## config.mk

```make
export PLATFORM = sky130hd
export DESIGN_NAME = mcu_trace_top
export DESIGN_NICKNAME = d
export VERILOG_FILES = /design/src/design/mcu_trace_pkg.sv /design/src/design/mcu_trace_capture.sv /design/src/design/mcu_trace_ring.sv /design/src/design/mcu_trace_dmi.sv /design/src/design/mcu_trace_top.sv
export SDC_FILE = /design/constraint.sdc
export NUM_CORES = 1
export LEC_CHECK = 0
export BUFFER_PORTS_ARGS = -buffer_cell sky130_fd_sc_hd__buf_4
export CAP_MARGIN = 25
export CORE_MARGIN = 2
export CORE_UTILIZATION = 40
export DETAILED_ROUTE_END_ITERATION = 16
export SETUP_SLACK_MARGIN = 0.05
export SLEW_MARGIN = 20
export SYNTH_ARGS = -nofsm -noshare
export SYNTH_HDL_FRONTEND = slang
export SYNTH_SLANG_ARGS = --single-unit
```

## constraint.sdc

```tcl
create_clock -name clk -period 13.3 [get_ports clk]
set_input_delay 1.33 -clock clk [delete_from_list [all_inputs] [get_ports clk]]
set_output_delay 1.33 -clock clk [all_outputs]
set_load 0.02 [all_outputs]
```

## src/design/mcu_trace_pkg.sv

```systemverilog
/*
 * Shared types and DMI register map for the MCU instruction-trace block.
 * Imported by every RTL module of the trace capture path and by the
 * testbench.
 */

package mcu_trace_pkg;

    // Widths that carry a meaning
    localparam int TRACE_WORD_W  = 32;
    localparam int TRACE_FLAGS_W = 2;
    localparam int DMI_ADDR_W    = 7;

    typedef logic [TRACE_WORD_W-1:0]  trace_word_t;
    typedef logic [TRACE_FLAGS_W-1:0] trace_flags_t;
    typedef logic [DMI_ADDR_W-1:0]    dmi_addr_t;

    // Bit positions inside trace_flags_t
    localparam int TRACE_FLAG_EXC = 0;
    localparam int TRACE_FLAG_INT = 1;

    // Bit positions inside the status register
    localparam int STATUS_VALID_BIT   = 0;
    localparam int STATUS_WRAPPED_BIT = 1;

    //////////////////////////////////////////////////
    // DMI register map
    //////////////////////////////////////////////////
    localparam dmi_addr_t DMI_TRACE_STATUS     = 7'h50;
    localparam dmi_addr_t DMI_TRACE_CONFIG     = 7'h51;
    localparam dmi_addr_t DMI_TRACE_WR_PTR     = 7'h52;
    localparam dmi_addr_t DMI_TRACE_RD_PTR     = 7'h53;
    localparam dmi_addr_t DMI_TRACE_DATA_INSN  = 7'h54;
    localparam dmi_addr_t DMI_TRACE_DATA_PC    = 7'h55;
    localparam dmi_addr_t DMI_TRACE_DATA_FLAGS = 7'h56;
    localparam dmi_addr_t DMI_TRACE_COUNT      = 7'h57;

endpackage

```

## src/design/mcu_trace_capture.sv

```systemverilog
/*
 * Trace packet capture stage. Qualifies retired-instruction packets with
 * debug enable, registers the accepted packet with packed flags and issues
 * a one-cycle write strobe to the ring. Also counts accepted packets.
 */

`timescale 1ns/10ps

module mcu_trace_capture
    import mcu_trace_pkg::*;
(
    input  logic         clk,
    input  logic         rst_i,
    input  logic         debug_en_i,
    input  logic         trace_valid_i,
    input  trace_word_t  trace_insn_i,
    input  trace_word_t  trace_pc_i,
    input  logic         trace_exception_i,
    input  logic         trace_interrupt_i,
    output logic         wr_en_o,
    output trace_word_t  insn_o,
    output trace_word_t  pc_o,
    output trace_flags_t flags_o,
    output trace_word_t  count_o
);

    logic accept;

    // Packets are dropped while debug is locked
    assign accept = debug_en_i & trace_valid_i;

    always_ff @(posedge clk) begin
        if (rst_i) begin
            wr_en_o <= 1'b0;
            count_o <= '0;
        end else begin
            wr_en_o <= accept;
            // Free running, wraps at 2^32
            if (accept) begin
                count_o <= count_o + 1'b1;
            end
        end
    end

    // Packet payload
    always_ff @(posedge clk) begin
        if (accept) begin
            insn_o                  <= trace_insn_i;
            pc_o                    <= trace_pc_i;
            flags_o[TRACE_FLAG_EXC] <= trace_exception_i;
            flags_o[TRACE_FLAG_INT] <= trace_interrupt_i;
        end
    end

    //////////////////////////////////////////////////
    // Assertions
    //////////////////////////////////////////////////
    a_strobe_from_accept: assert property (@(posedge clk) disable iff (rst_i)
        wr_en_o |-> $past(debug_en_i && trace_valid_i))
        else $error("trace write strobe without an accepted packet");

endmodule

```

## src/design/mcu_trace_ring.sv

```systemverilog
/*
 * Circular trace storage of TRACE_DEPTH entries. Writes land at the write
 * pointer, which rolls over modulo the depth and sets a sticky wrap flag.
 * Entries are read combinationally at an external index.
 */

`timescale 1ns/10ps

module mcu_trace_ring
    import mcu_trace_pkg::*;
#(
    parameter int  TRACE_DEPTH = 16,
    localparam int PTR_W       = $clog2(TRACE_DEPTH)
) (
    input  logic             clk,
    input  logic             rst_i,
    input  logic             wr_en_i,
    input  trace_word_t      insn_i,
    input  trace_word_t      pc_i,
    input  trace_flags_t     flags_i,
    input  logic [PTR_W-1:0] rd_idx_i,
    output logic [PTR_W-1:0] wr_ptr_o,
    output logic             wrapped_o,
    output trace_word_t      rd_insn_o,
    output trace_word_t      rd_pc_o,
    output trace_flags_t     rd_flags_o
);

    trace_word_t  insn_mem  [TRACE_DEPTH];
    trace_word_t  pc_mem    [TRACE_DEPTH];
    trace_flags_t flags_mem [TRACE_DEPTH];

    logic last_slot;

    assign last_slot = (wr_ptr_o == PTR_W'(TRACE_DEPTH - 1));

    // Pointer and wrap flag
    always_ff @(posedge clk) begin
        if (rst_i) begin
            wr_ptr_o  <= '0;
            wrapped_o <= 1'b0;
        end else if (wr_en_i) begin
            // Depth is a power of two, so the add rolls over by itself
            wr_ptr_o <= wr_ptr_o + 1'b1;
            if (last_slot) begin
                wrapped_o <= 1'b1;
            end
        end
    end

    // Storage, oldest entry is overwritten once full
    always_ff @(posedge clk) begin
        if (wr_en_i) begin
            insn_mem[wr_ptr_o]  <= insn_i;
            pc_mem[wr_ptr_o]    <= pc_i;
            flags_mem[wr_ptr_o] <= flags_i;
        end
    end

    assign rd_insn_o  = insn_mem[rd_idx_i];
    assign rd_pc_o    = pc_mem[rd_idx_i];
    assign rd_flags_o = flags_mem[rd_idx_i];

    //////////////////////////////////////////////////
    // Assertions
    //////////////////////////////////////////////////
    a_wrapped_sticky: assert property (@(posedge clk) disable iff (rst_i)
        wrapped_o |=> wrapped_o)
        else $error("trace wrap flag cleared without reset");

endmodule

```

## src/design/mcu_trace_dmi.sv

```systemverilog
/*
 * DMI register port for trace read-back. Holds the writable read pointer,
 * which indexes the ring, and decodes the trace register map into the
 * combinational read data. Unmapped addresses return zero.
 */

`timescale 1ns/10ps

module mcu_trace_dmi
    import mcu_trace_pkg::*;
#(
    parameter int  TRACE_DEPTH = 16,
    localparam int PTR_W       = $clog2(TRACE_DEPTH)
) (
    input  logic             clk,
    input  logic             rst_i,
    input  logic             dmi_reg_wen_i,
    input  dmi_addr_t        dmi_reg_addr_i,
    input  trace_word_t      dmi_reg_wdata_i,
    input  logic [PTR_W-1:0] wr_ptr_i,
    input  logic             wrapped_i,
    input  trace_word_t      rd_insn_i,
    input  trace_word_t      rd_pc_i,
    input  trace_flags_t     rd_flags_i,
    input  trace_word_t      count_i,
    output trace_word_t      dmi_reg_rdata_o,
    output logic [PTR_W-1:0] rd_idx_o
);

    logic        rd_ptr_wr;
    logic        valid_data;
    trace_word_t status_word;

    assign rd_ptr_wr = dmi_reg_wen_i && (dmi_reg_addr_i == DMI_TRACE_RD_PTR);

    //////////////////////////////////////////////////
    // Read pointer
    //////////////////////////////////////////////////
    always_ff @(posedge clk) begin
        if (rst_i) begin
            rd_idx_o <= '0;
        end else if (rd_ptr_wr) begin
            // Upper bits dropped, keeps the index modulo depth
            rd_idx_o <= dmi_reg_wdata_i[PTR_W-1:0];
        end
    end

    // Something has been written since reset
    assign valid_data = wrapped_i || (wr_ptr_i != '0);

    always_comb begin
        status_word                     = '0;
        status_word[STATUS_VALID_BIT]   = valid_data;
        status_word[STATUS_WRAPPED_BIT] = wrapped_i;
    end

    //////////////////////////////////////////////////
    // Register decode
    //////////////////////////////////////////////////
    always_comb begin
        case (dmi_reg_addr_i)
            DMI_TRACE_STATUS: begin
                dmi_reg_rdata_o = status_word;
            end
            DMI_TRACE_CONFIG: begin
                dmi_reg_rdata_o = trace_word_t'(TRACE_DEPTH);
            end
            DMI_TRACE_WR_PTR: begin
                dmi_reg_rdata_o = {{(TRACE_WORD_W-PTR_W){1'b0}}, wr_ptr_i};
            end
            DMI_TRACE_RD_PTR: begin
                dmi_reg_rdata_o = {{(TRACE_WORD_W-PTR_W){1'b0}}, rd_idx_o};
            end
            DMI_TRACE_DATA_INSN: begin
                dmi_reg_rdata_o = rd_insn_i;
            end
            DMI_TRACE_DATA_PC: begin
                dmi_reg_rdata_o = rd_pc_i;
            end
            DMI_TRACE_DATA_FLAGS: begin
                dmi_reg_rdata_o = {{(TRACE_WORD_W-TRACE_FLAGS_W){1'b0}}, rd_flags_i};
            end
            DMI_TRACE_COUNT: begin
                dmi_reg_rdata_o = count_i;
            end
            default: begin
                dmi_reg_rdata_o = '0;
            end
        endcase
    end

    //////////////////////////////////////////////////
    // Assertions
    //////////////////////////////////////////////////
    // Writes elsewhere in the map are ignored by hardware
    a_wr_only_rd_ptr: assert property (@(posedge clk) disable iff (rst_i)
        dmi_reg_wen_i |-> (dmi_reg_addr_i == DMI_TRACE_RD_PTR))
        else $warning("DMI write to read-only trace register 0x%0h", dmi_reg_addr_i);

endmodule

```

## src/design/mcu_trace_top.sv

```systemverilog
/*
 * MCU instruction-trace top level. Capture feeds the ring buffer, and the
 * DMI register port reads it back. TRACE_DEPTH sets the ring size and must
 * be a power of two of at least 4.
 */

`timescale 1ns/10ps

module mcu_trace_top
    import mcu_trace_pkg::*;
#(
    parameter int TRACE_DEPTH = 16
) (
    input  logic        clk,
    input  logic        rst_i,
    input  logic        debug_en_i,

    // Retired instruction trace
    input  logic        trace_valid_i,
    input  trace_word_t trace_insn_i,
    input  trace_word_t trace_pc_i,
    input  logic        trace_exception_i,
    input  logic        trace_interrupt_i,

    // DMI register access
    input  logic        dmi_reg_wen_i,
    input  dmi_addr_t   dmi_reg_addr_i,
    input  trace_word_t dmi_reg_wdata_i,
    output trace_word_t dmi_reg_rdata_o
);

    localparam int PTR_W = $clog2(TRACE_DEPTH);

    // Capture to ring
    logic         cap_wr_en;
    trace_word_t  cap_insn;
    trace_word_t  cap_pc;
    trace_flags_t cap_flags;
    trace_word_t  cap_count;

    // Ring to DMI port
    logic [PTR_W-1:0] ring_wr_ptr;
    logic             ring_wrapped;
    trace_word_t      ring_rd_insn;
    trace_word_t      ring_rd_pc;
    trace_flags_t     ring_rd_flags;
    logic [PTR_W-1:0] dmi_rd_idx;

    mcu_trace_capture i_capture (
        .clk               (clk),
        .rst_i             (rst_i),
        .debug_en_i        (debug_en_i),
        .trace_valid_i     (trace_valid_i),
        .trace_insn_i      (trace_insn_i),
        .trace_pc_i        (trace_pc_i),
        .trace_exception_i (trace_exception_i),
        .trace_interrupt_i (trace_interrupt_i),
        .wr_en_o           (cap_wr_en),
        .insn_o            (cap_insn),
        .pc_o              (cap_pc),
        .flags_o           (cap_flags),
        .count_o           (cap_count)
    );

    mcu_trace_ring #(
        .TRACE_DEPTH (TRACE_DEPTH)
    ) i_ring (
        .clk        (clk),
        .rst_i      (rst_i),
        .wr_en_i    (cap_wr_en),
        .insn_i     (cap_insn),
        .pc_i       (cap_pc),
        .flags_i    (cap_flags),
        .rd_idx_i   (dmi_rd_idx),
        .wr_ptr_o   (ring_wr_ptr),
        .wrapped_o  (ring_wrapped),
        .rd_insn_o  (ring_rd_insn),
        .rd_pc_o    (ring_rd_pc),
        .rd_flags_o (ring_rd_flags)
    );

    mcu_trace_dmi #(
        .TRACE_DEPTH (TRACE_DEPTH)
    ) i_dmi (
        .clk             (clk),
        .rst_i           (rst_i),
        .dmi_reg_wen_i   (dmi_reg_wen_i),
        .dmi_reg_addr_i  (dmi_reg_addr_i),
        .dmi_reg_wdata_i (dmi_reg_wdata_i),
        .wr_ptr_i        (ring_wr_ptr),
        .wrapped_i       (ring_wrapped),
        .rd_insn_i       (ring_rd_insn),
        .rd_pc_i         (ring_rd_pc),
        .rd_flags_i      (ring_rd_flags),
        .count_i         (cap_count),
        .dmi_reg_rdata_o (dmi_reg_rdata_o),
        .rd_idx_o        (dmi_rd_idx)
    );

endmodule

```

Word-level counts from Yosys, hierarchy flattened. Memory sizes are Yosys's and may differ from the RTL's. A register that Yosys moved wholly into a read port is not among the register bits. Cells that the tools add are included.

Bits in writable memories: 1056. Output and inout bits: 32. Bits in registers: 108. Input port bits: 110. Word-level logic and storage cells: 36. Memories: 3.

Equality and inequality tests: 9. Bitwise operators: 1. Reductions and logical operators: 4. $add $sub $neg: 2. Muxes and demuxes: 9.

Memories: i_ring.insn_mem (words 16, width 32, rd ports 1, clocked after memory_dff 1, wr ports 1, line mcu_trace_ring.sv:29) `trace_word_t insn_mem [TRACE_DEPTH];`; i_ring.pc_mem (words 16, width 32, rd ports 1, clocked after memory_dff 1, wr ports 1, line mcu_trace_ring.sv:30) `trace_word_t pc_mem [TRACE_DEPTH];`; i_ring.flags_mem (words 16, width 2, rd ports 1, clocked after memory_dff 1, wr ports 1, line mcu_trace_ring.sv:31) `trace_flags_t flags_mem [TRACE_DEPTH];`.

Operators with widths (number): 32-bit case mux with 8 select lines (1); 7-bit == test (second input constant) (8); 32-bit by 1-bit adder with 32-bit output (second input constant) (1); 4-bit two-way mux (6); 4-bit by 1-bit adder with 4-bit output (second input constant) (1); 4-bit == test (second input constant) (1); 4-bit nonzero test (1); 1-bit two-way mux (2); 2-bit AND reduction (1); 1-bit AND (1); 1-bit logical AND (1); 1-bit logical OR (1).

Logic depth before layout (Yosys ltp).
Word-level depth: 4. Depth in mapped cells: 9. Depth with buffers taken out: 7.

Cells and area by module. From an unflattened synthesis, not the netlist that was laid out.

Cells, all modules: 2052. Area total of the unflattened synthesis: 44326.3 sq um.

Modules (own cells, without submodules): mcu_trace_ring (area each 39733.1 sq um, times used 1, cells an instance 1655, sequential area each 31810.5 sq um); mcu_trace_capture (area each 3568.4 sq um, times used 1, cells an instance 255, sequential area each 2642.5 sq um); mcu_trace_dmi (area each 1024.7 sq um, times used 1, cells an instance 142, sequential area each 80.1 sq um).

Least setup slack after synthesis. Ideal clock, no wire load.

Kind: register to register. Start point: register i_capture.wr_en_o. End point: memory i_ring.flags_mem[5][0] in the netlist's numbering (enable). Cell stages (with the launch flop): 4. Period minus slack after synthesis: 6.140 ns. Required time: 12.715 ns. Arrival time: 5.555 ns. Slack: 7.160 ns. Path buffers: 1. Library setup time: 0.585 ns. Cell sequence: dfxtp_1 > clkbuf_1 > nand2_1 > nor3b_1.

Longest elaborated chain between the ends: 2.

Ends and longest elaborated chain: start, declared (line mcu_trace_capture.sv:20) `output logic wr_en_o,`; start signal, assigned (line mcu_trace_capture.sv:37) `wr_en_o <= accept;`; 1-bit two-way mux (line mcu_trace_ring.sv:53) `if (wr_en_i) begin`; 1-bit two-way mux (implied by the code) (line mcu_trace_ring.sv:56) `flags_mem[wr_ptr_o] <= flags_i;`; end, declared (line mcu_trace_ring.sv:31).

Every way passes these cells.

==> flow_summary.html <==
<table>
<tr><th>Metric</th><th>Value</th></tr>
<tr><th colspan="2">Run status</th></tr>
<tr><td>Run status</td><td>finished clean</td></tr>
<tr><th colspan="2">Timing</th></tr>
<tr><td>Transition time at the pin with the least slew margin</td><td>1.064 ns</td></tr>
<tr><td>Final worst path period need</td><td>7.081 ns</td></tr>
<tr><td>Post-Route Setup TNS</td><td>0 ns</td></tr>
<tr><td>Worst-case hold slack</td><td>0.5101 ns</td></tr>
<tr><td>Final Hold Violating Endpoints</td><td>0</td></tr>
<tr><td>Final setup violation count</td><td>0</td></tr>
<tr><td>Unrepaired setup endpoints after global routing</td><td>no</td></tr>
<tr><td>Maximum achievable frequency</td><td>roughly 0.14 GHz</td></tr>
<tr><td>Final period utilization</td><td>a little over half</td></tr>
<tr><td>Max Clock Skew</td><td>slightly below 0.02 ns</td></tr>
<tr><td>Worst rel slew slack</td><td>28.99%</td></tr>
<tr><td>Final slew viol count</td><td>0</td></tr>
<tr><th colspan="2">Placement</th></tr>
<tr><td>Cell Count Post-Placement</td><td>around 3.6k</td></tr>
<tr><td>Dpl cell area</td><td>around 0.047 mm²</td></tr>
<tr><td>HPWL after detailed placement</td><td>58.42 mm</td></tr>
<tr><td>I/O Buffers</td><td>113</td></tr>
<tr><td>Global placer's final weighted congestion</td><td>0.8131</td></tr>
<tr><th colspan="2">CTS</th></tr>
<tr><td>TritonCTS clock tree</td><td>yes</td></tr>
<tr><td>Maximum level of the CTS H-tree</td><td>3</td></tr>
<tr><td>Bufs on Longest Clock Path</td><td>3</td></tr>
<tr><td>Cts-stage hold buffer count</td><td>0</td></tr>
<tr><td>Number of clock sinks</td><td>1168</td></tr>
<tr><td>Post-cts gate resize count</td><td>0</td></tr>
<tr><td>Number of setup buffers added after CTS</td><td>0</td></tr>
<tr><td>CTS clock-pin slew for the worst setup and hold paths</td><td>0.06 ns</td></tr>
<tr><td>Clk Tree Root Cell</td><td>clkbuf_16</td></tr>
<tr><td>CTS buffer count</td><td>114</td></tr>
<tr><td>Worst-skew pair later-pin latency</td><td>a little under 0.7 ns</td></tr>
<tr><th colspan="2">Drt</th></tr>
<tr><td>Via count</td><td>between 20k and 25k</td></tr>
<tr><td>Post-route DRC</td><td>0</td></tr>
<tr><td>Mean routed wirelength per cell</td><td>28.33 µm</td></tr>
<tr><td>Detail Route met3 WL</td><td>roughly 7.5 mm</td></tr>
<tr><td>Detailed-router iteration count before antenna repair</td><td>5</td></tr>
<tr><td>DR top layer</td><td>met5</td></tr>
<tr><td>Detailed-route wire length on metal 1</td><td>46.34 mm</td></tr>
<tr><td>DR vias/cell</td><td>around 5.7</td></tr>
<tr><td>Total met2 wirelength after detailed routing</td><td>roughly 52 mm</td></tr>
<tr><td>Post-detailed-routing wire length</td><td>108.2 mm</td></tr>
<tr><td>DRT iter0 DRCs</td><td>2063</td></tr>
<tr><td>Antenna Violating Nets Remaining</td><td>0</td></tr>
<tr><th colspan="2">Worst setup path</th></tr>
<tr><td>Critical-path cell list</td><td>buf_4, buf_4, buf_4, mux4_2, nor2b_1, a221oi_1, nand4_1, buf_4</td></tr>
<tr><td>Critical Path Most Common Cell</td><td>buf_4</td></tr>
<tr><td>Largest stage delay on the critical path</td><td>0.91 ns</td></tr>
<tr><td>Req. time, crit path</td><td>11.97 ns</td></tr>
<tr><td>Setup crit end kind</td><td>output port</td></tr>
<tr><td>Crit-path max FO</td><td>65</td></tr>
<tr><td>Worst Path Class, Setup</td><td>reg2out</td></tr>
<tr><td>Gate family responsible for the most delay along the worst path</td><td>buffers and inverters</td></tr>
<tr><td>Arrival time at the worst endpoint</td><td>5.75 ns</td></tr>
<tr><td>Critical-path top delay cell</td><td>buf_4</td></tr>
<tr><td>Number of buffer and inverter stages on the critical path</td><td>4</td></tr>
<tr><td>Critical path startpoint category</td><td>flip-flop</td></tr>
<tr><th colspan="2">Yosys</th></tr>
<tr><td>Fraction of the yosys area taken by sequential cells</td><td>between 70% and 80%</td></tr>
<tr><td>Yosys reg bits</td><td>about 1.2k</td></tr>
<tr><td>Predominant post-synthesis flop cell</td><td>edfxtp_1</td></tr>
<tr><td>Synthesized Nets</td><td>2189</td></tr>
<tr><td>Number of instances in the synthesized netlist</td><td>2074</td></tr>
<tr><td>Yosys warning count</td><td>0</td></tr>
<tr><td>Total standard cell area after synthesis</td><td>0.04449 mm²</td></tr>
<tr><td>Count of flip-flops with a built-in enable after synthesis</td><td>1122</td></tr>
<tr><td>Synthesized area per cell</td><td>21.45 µm²</td></tr>
<tr><td>Count of cell types in the netlist</td><td>55</td></tr>
<tr><td>Async SR Flop Fraction</td><td>0%</td></tr>
<tr><th colspan="2">Pwr</th></tr>
<tr><td>Worst voltage drop across the vdd grid</td><td>0.1511 mV</td></tr>
<tr><td>Static leakage power</td><td>between 15 and 20 nW</td></tr>
<tr><td>Power density over the cells</td><td>~150 mW/mm²</td></tr>
<tr><th colspan="2">Global routing</th></tr>
<tr><td>Global-route wire length before repair</td><td>roughly 150 mm</td></tr>
<tr><td>Number of global-route vias before repair</td><td>22.25k</td></tr>
<tr><td>All-layer global routing usage</td><td>19.07%</td></tr>
<tr><td>Largest net degree at the start of global routing</td><td>66</td></tr>
<tr><td>Global route total overflow</td><td>0</td></tr>
<tr><td>Antenna violations before repair</td><td>5</td></tr>
<tr><th colspan="2">Layout</th></tr>
<tr><td>Final instance count without filler cells</td><td>roughly 3.8k</td></tr>
<tr><td>Area overhead of the layout relative to synthesis</td><td>14.25%</td></tr>
<tr><td>Multi-input logic area</td><td>0.009385 mm²</td></tr>
<tr><td>Total non-filler cell area in the finished layout</td><td>0.05083 mm²</td></tr>
<tr><td>Count of nets after finishing</td><td>around 2.3k</td></tr>
<tr><td>Fill count</td><td>between 9k and 10k</td></tr>
<tr><td>Post-layout utilization of the core</td><td>45.99%</td></tr>
<tr><td>Area occupied by registers</td><td>0.03463 mm²</td></tr>
<tr><td>Ratio of cells with drive above 1 in the final layout</td><td>about a quarter</td></tr>
<tr><th colspan="2">Die</th></tr>
<tr><td>Starting utilization of the core area</td><td>40.26%</td></tr>
<tr><td>Area of the die</td><td>approximately 0.11 mm²</td></tr>
<tr><td>DIE WIDTH</td><td>337.5 µm</td></tr>
<tr><td>Core region area</td><td>approximately 0.11 mm²</td></tr>
<tr><td>Boundary Pins</td><td>~140</td></tr>
<tr><td>Standard-cell row count</td><td>122</td></tr>
<tr><td>Die extent in y</td><td>approximately 340 µm</td></tr>
<tr><th colspan="2">Flow run</th></tr>
<tr><td>Number of violations of the max-capacitance limit</td><td>0</td></tr>
<tr><th colspan="2">Min path</th></tr>
<tr><td>Type of the worst min-delay path</td><td>reg2reg</td></tr>
</table>
through the flow:
step,worst slack [ns],power [W]
6_report,6.219,0.007439
5_1_grt,5.994,0.007649
4_1_cts,6.152,0.007494
3_5_place_dp,6.894,0.004276
3_3_place_gp,6.945,0.004267
2_1_floorplan,7.160,0.004212
layout make-up:
type                       instances  share of cell area [%]
sequential                      1168                   68.12
multi-input combinational        789                   18.46
clock buffer                     137                   5.964
tap                             1488                   3.663
timing repair buffer             154                   2.282
clock inverter                    74                   1.442
inverter                           7                 0.05661
antenna                            1                0.004923
worst reg2reg max path, stage by stage (launching register included):
cell      delay [ns]
dfxtp_1         0.37
inv_1           0.11
ha_1            0.22
nand2b_1        0.19
nor2_4          0.69
buf_4           0.86
routing by layer:
| metal | up-vias | global-route usage, % |
|---|---|---|
| met3 | 153 | 3.596 |
| met4 | 4 | 5.163 |
| met5 | - | 0 |
| met1 | 11670 | 27.20 |
| li1 | 9021 | - |
| met2 | 747 | 30.22 |
cells by family (layout without fill, tap and decap cells):
| group | count (synthesis) | count (layout) | share of synthesized area (%) |
|---|---|---|---|
| mux | 308 | 308 | 14.19 |
| other cells | 0 | 1 | 0 |
| xor+xnor | 29 | 29 | 0.5709 |
| flops | 1168 | 1168 | 77.80 |
| simple gates | 285 | 285 | 3.397 |
| buf+inv | 117 | 372 | 1.322 |
| compound gates | 162 | 162 | 2.576 |
| fa+ha+maj | 5 | 5 | 0.1406 |
synthesized netlist by cell type (8+ instances only):
| master | n | share of area, % |
|---|---|---|
| a31oi_1 | 8 | 0.11 |
| nor2_1 | 74 | 0.62 |
| edfxtp_1 | 1122 | 76 |
| and2_1 | 9 | 0.13 |
| mux2i_1 | 38 | 0.85 |
| a22oi_1 | 42 | 0.71 |
| mux2_2 | 11 | 0.28 |
| nor4_1 | 10 | 0.14 |
| buf_4 | 18 | 0.30 |
| clkbuf_1 | 45 | 0.38 |
| xor2_1 | 12 | 0.24 |
| and3_1 | 12 | 0.17 |
| xnor2_1 | 17 | 0.33 |
| mux4_2 | 257 | 13 |
| dfxtp_1 | 46 | 2.1 |
| nor3b_1 | 11 | 0.19 |
| a22o_1 | 25 | 0.49 |
| a21oi_1 | 33 | 0.37 |
| nor2b_1 | 21 | 0.30 |
| or3_1 | 9 | 0.13 |
| nand2_1 | 66 | 0.56 |
| buf_2 | 35 | 0.39 |
| nand4_1 | 20 | 0.28 |
| or4b_1 | 13 | 0.29 |
| nand3_1 | 13 | 0.15 |
| o21ai_0 | 11 | 0.12 |
state kept, by name, indices dropped and copies added, names as in the netlist, named ones only:
register and count:
i_ring.wr_ptr_o 4, i_ring.insn_mem 512, i_ring.flags_mem 32, i_capture.insn_o 32, i_capture.count_o 32, i_capture.flags_o 2
i_capture.wr_en_o 1, i_ring.wrapped_o 1, i_capture.pc_o 32, i_dmi.rd_idx_o 4, i_ring.pc_mem 512
report_power, final:
group | internal (W) | switching (W) | total, W
clock network | 0.00189 | 0.00135 | 0.00324
logic | 0.0000311 | 0.0000404 | 0.0000715
registers | 0.00407 | 0.0000560 | 0.00412
layout by cell type, fill, tap and decap left out, types with 5 or more instances in the layout:
cell,netlist,final
o21ai_0,11,11
and2_4,0,7
mux2_2,11,11
nand3_1,13,13
mux4_2,257,257
a211oi_1,7,7
clkbuf_8,0,5
a32oi_1,6,6
mux2i_1,38,38
clkbuf_1,45,16
inv_1,6,6
or4b_1,13,13
and4_1,6,6
o211ai_1,6,6
nand2_1,66,66
nor2b_1,21,19
edfxtp_1,1122,1122
clkbuf_16,0,116
xnor2_1,17,17
nor2_1,74,69
a31oi_1,8,8
clkinv_2,0,25
nor3_1,7,6
a22o_1,25,25
clkinv_1,1,28
nor3b_1,11,8
or3_1,9,9
ha_1,5,5
a21oi_1,33,33
xor2_1,12,12
dfxtp_1,46,42
a22oi_1,42,42
and3_1,12,8
buf_4,18,152
bufinv_16,0,14
a221oi_1,7,7
nor4_1,10,10
nand4_1,20,20
path summary, 6_finish.rpt:
path | start | to | slack, ns | depth (start not counted)
max | flip-flop | dmi_reg_rdata_o[5] | 6.22 | 8
min | i_capture.count_o[1] | i_capture.count_o[1] | 0.51 | 2
max reg2reg | i_ring.wr_ptr_o[0] | i_ring.insn_mem[0][21] | 10.36 | 5
min reg2reg | i_capture.count_o[1] | i_capture.count_o[1] | 0.51 | 2
No activity file was read; power rests on OpenSTA's default activity.
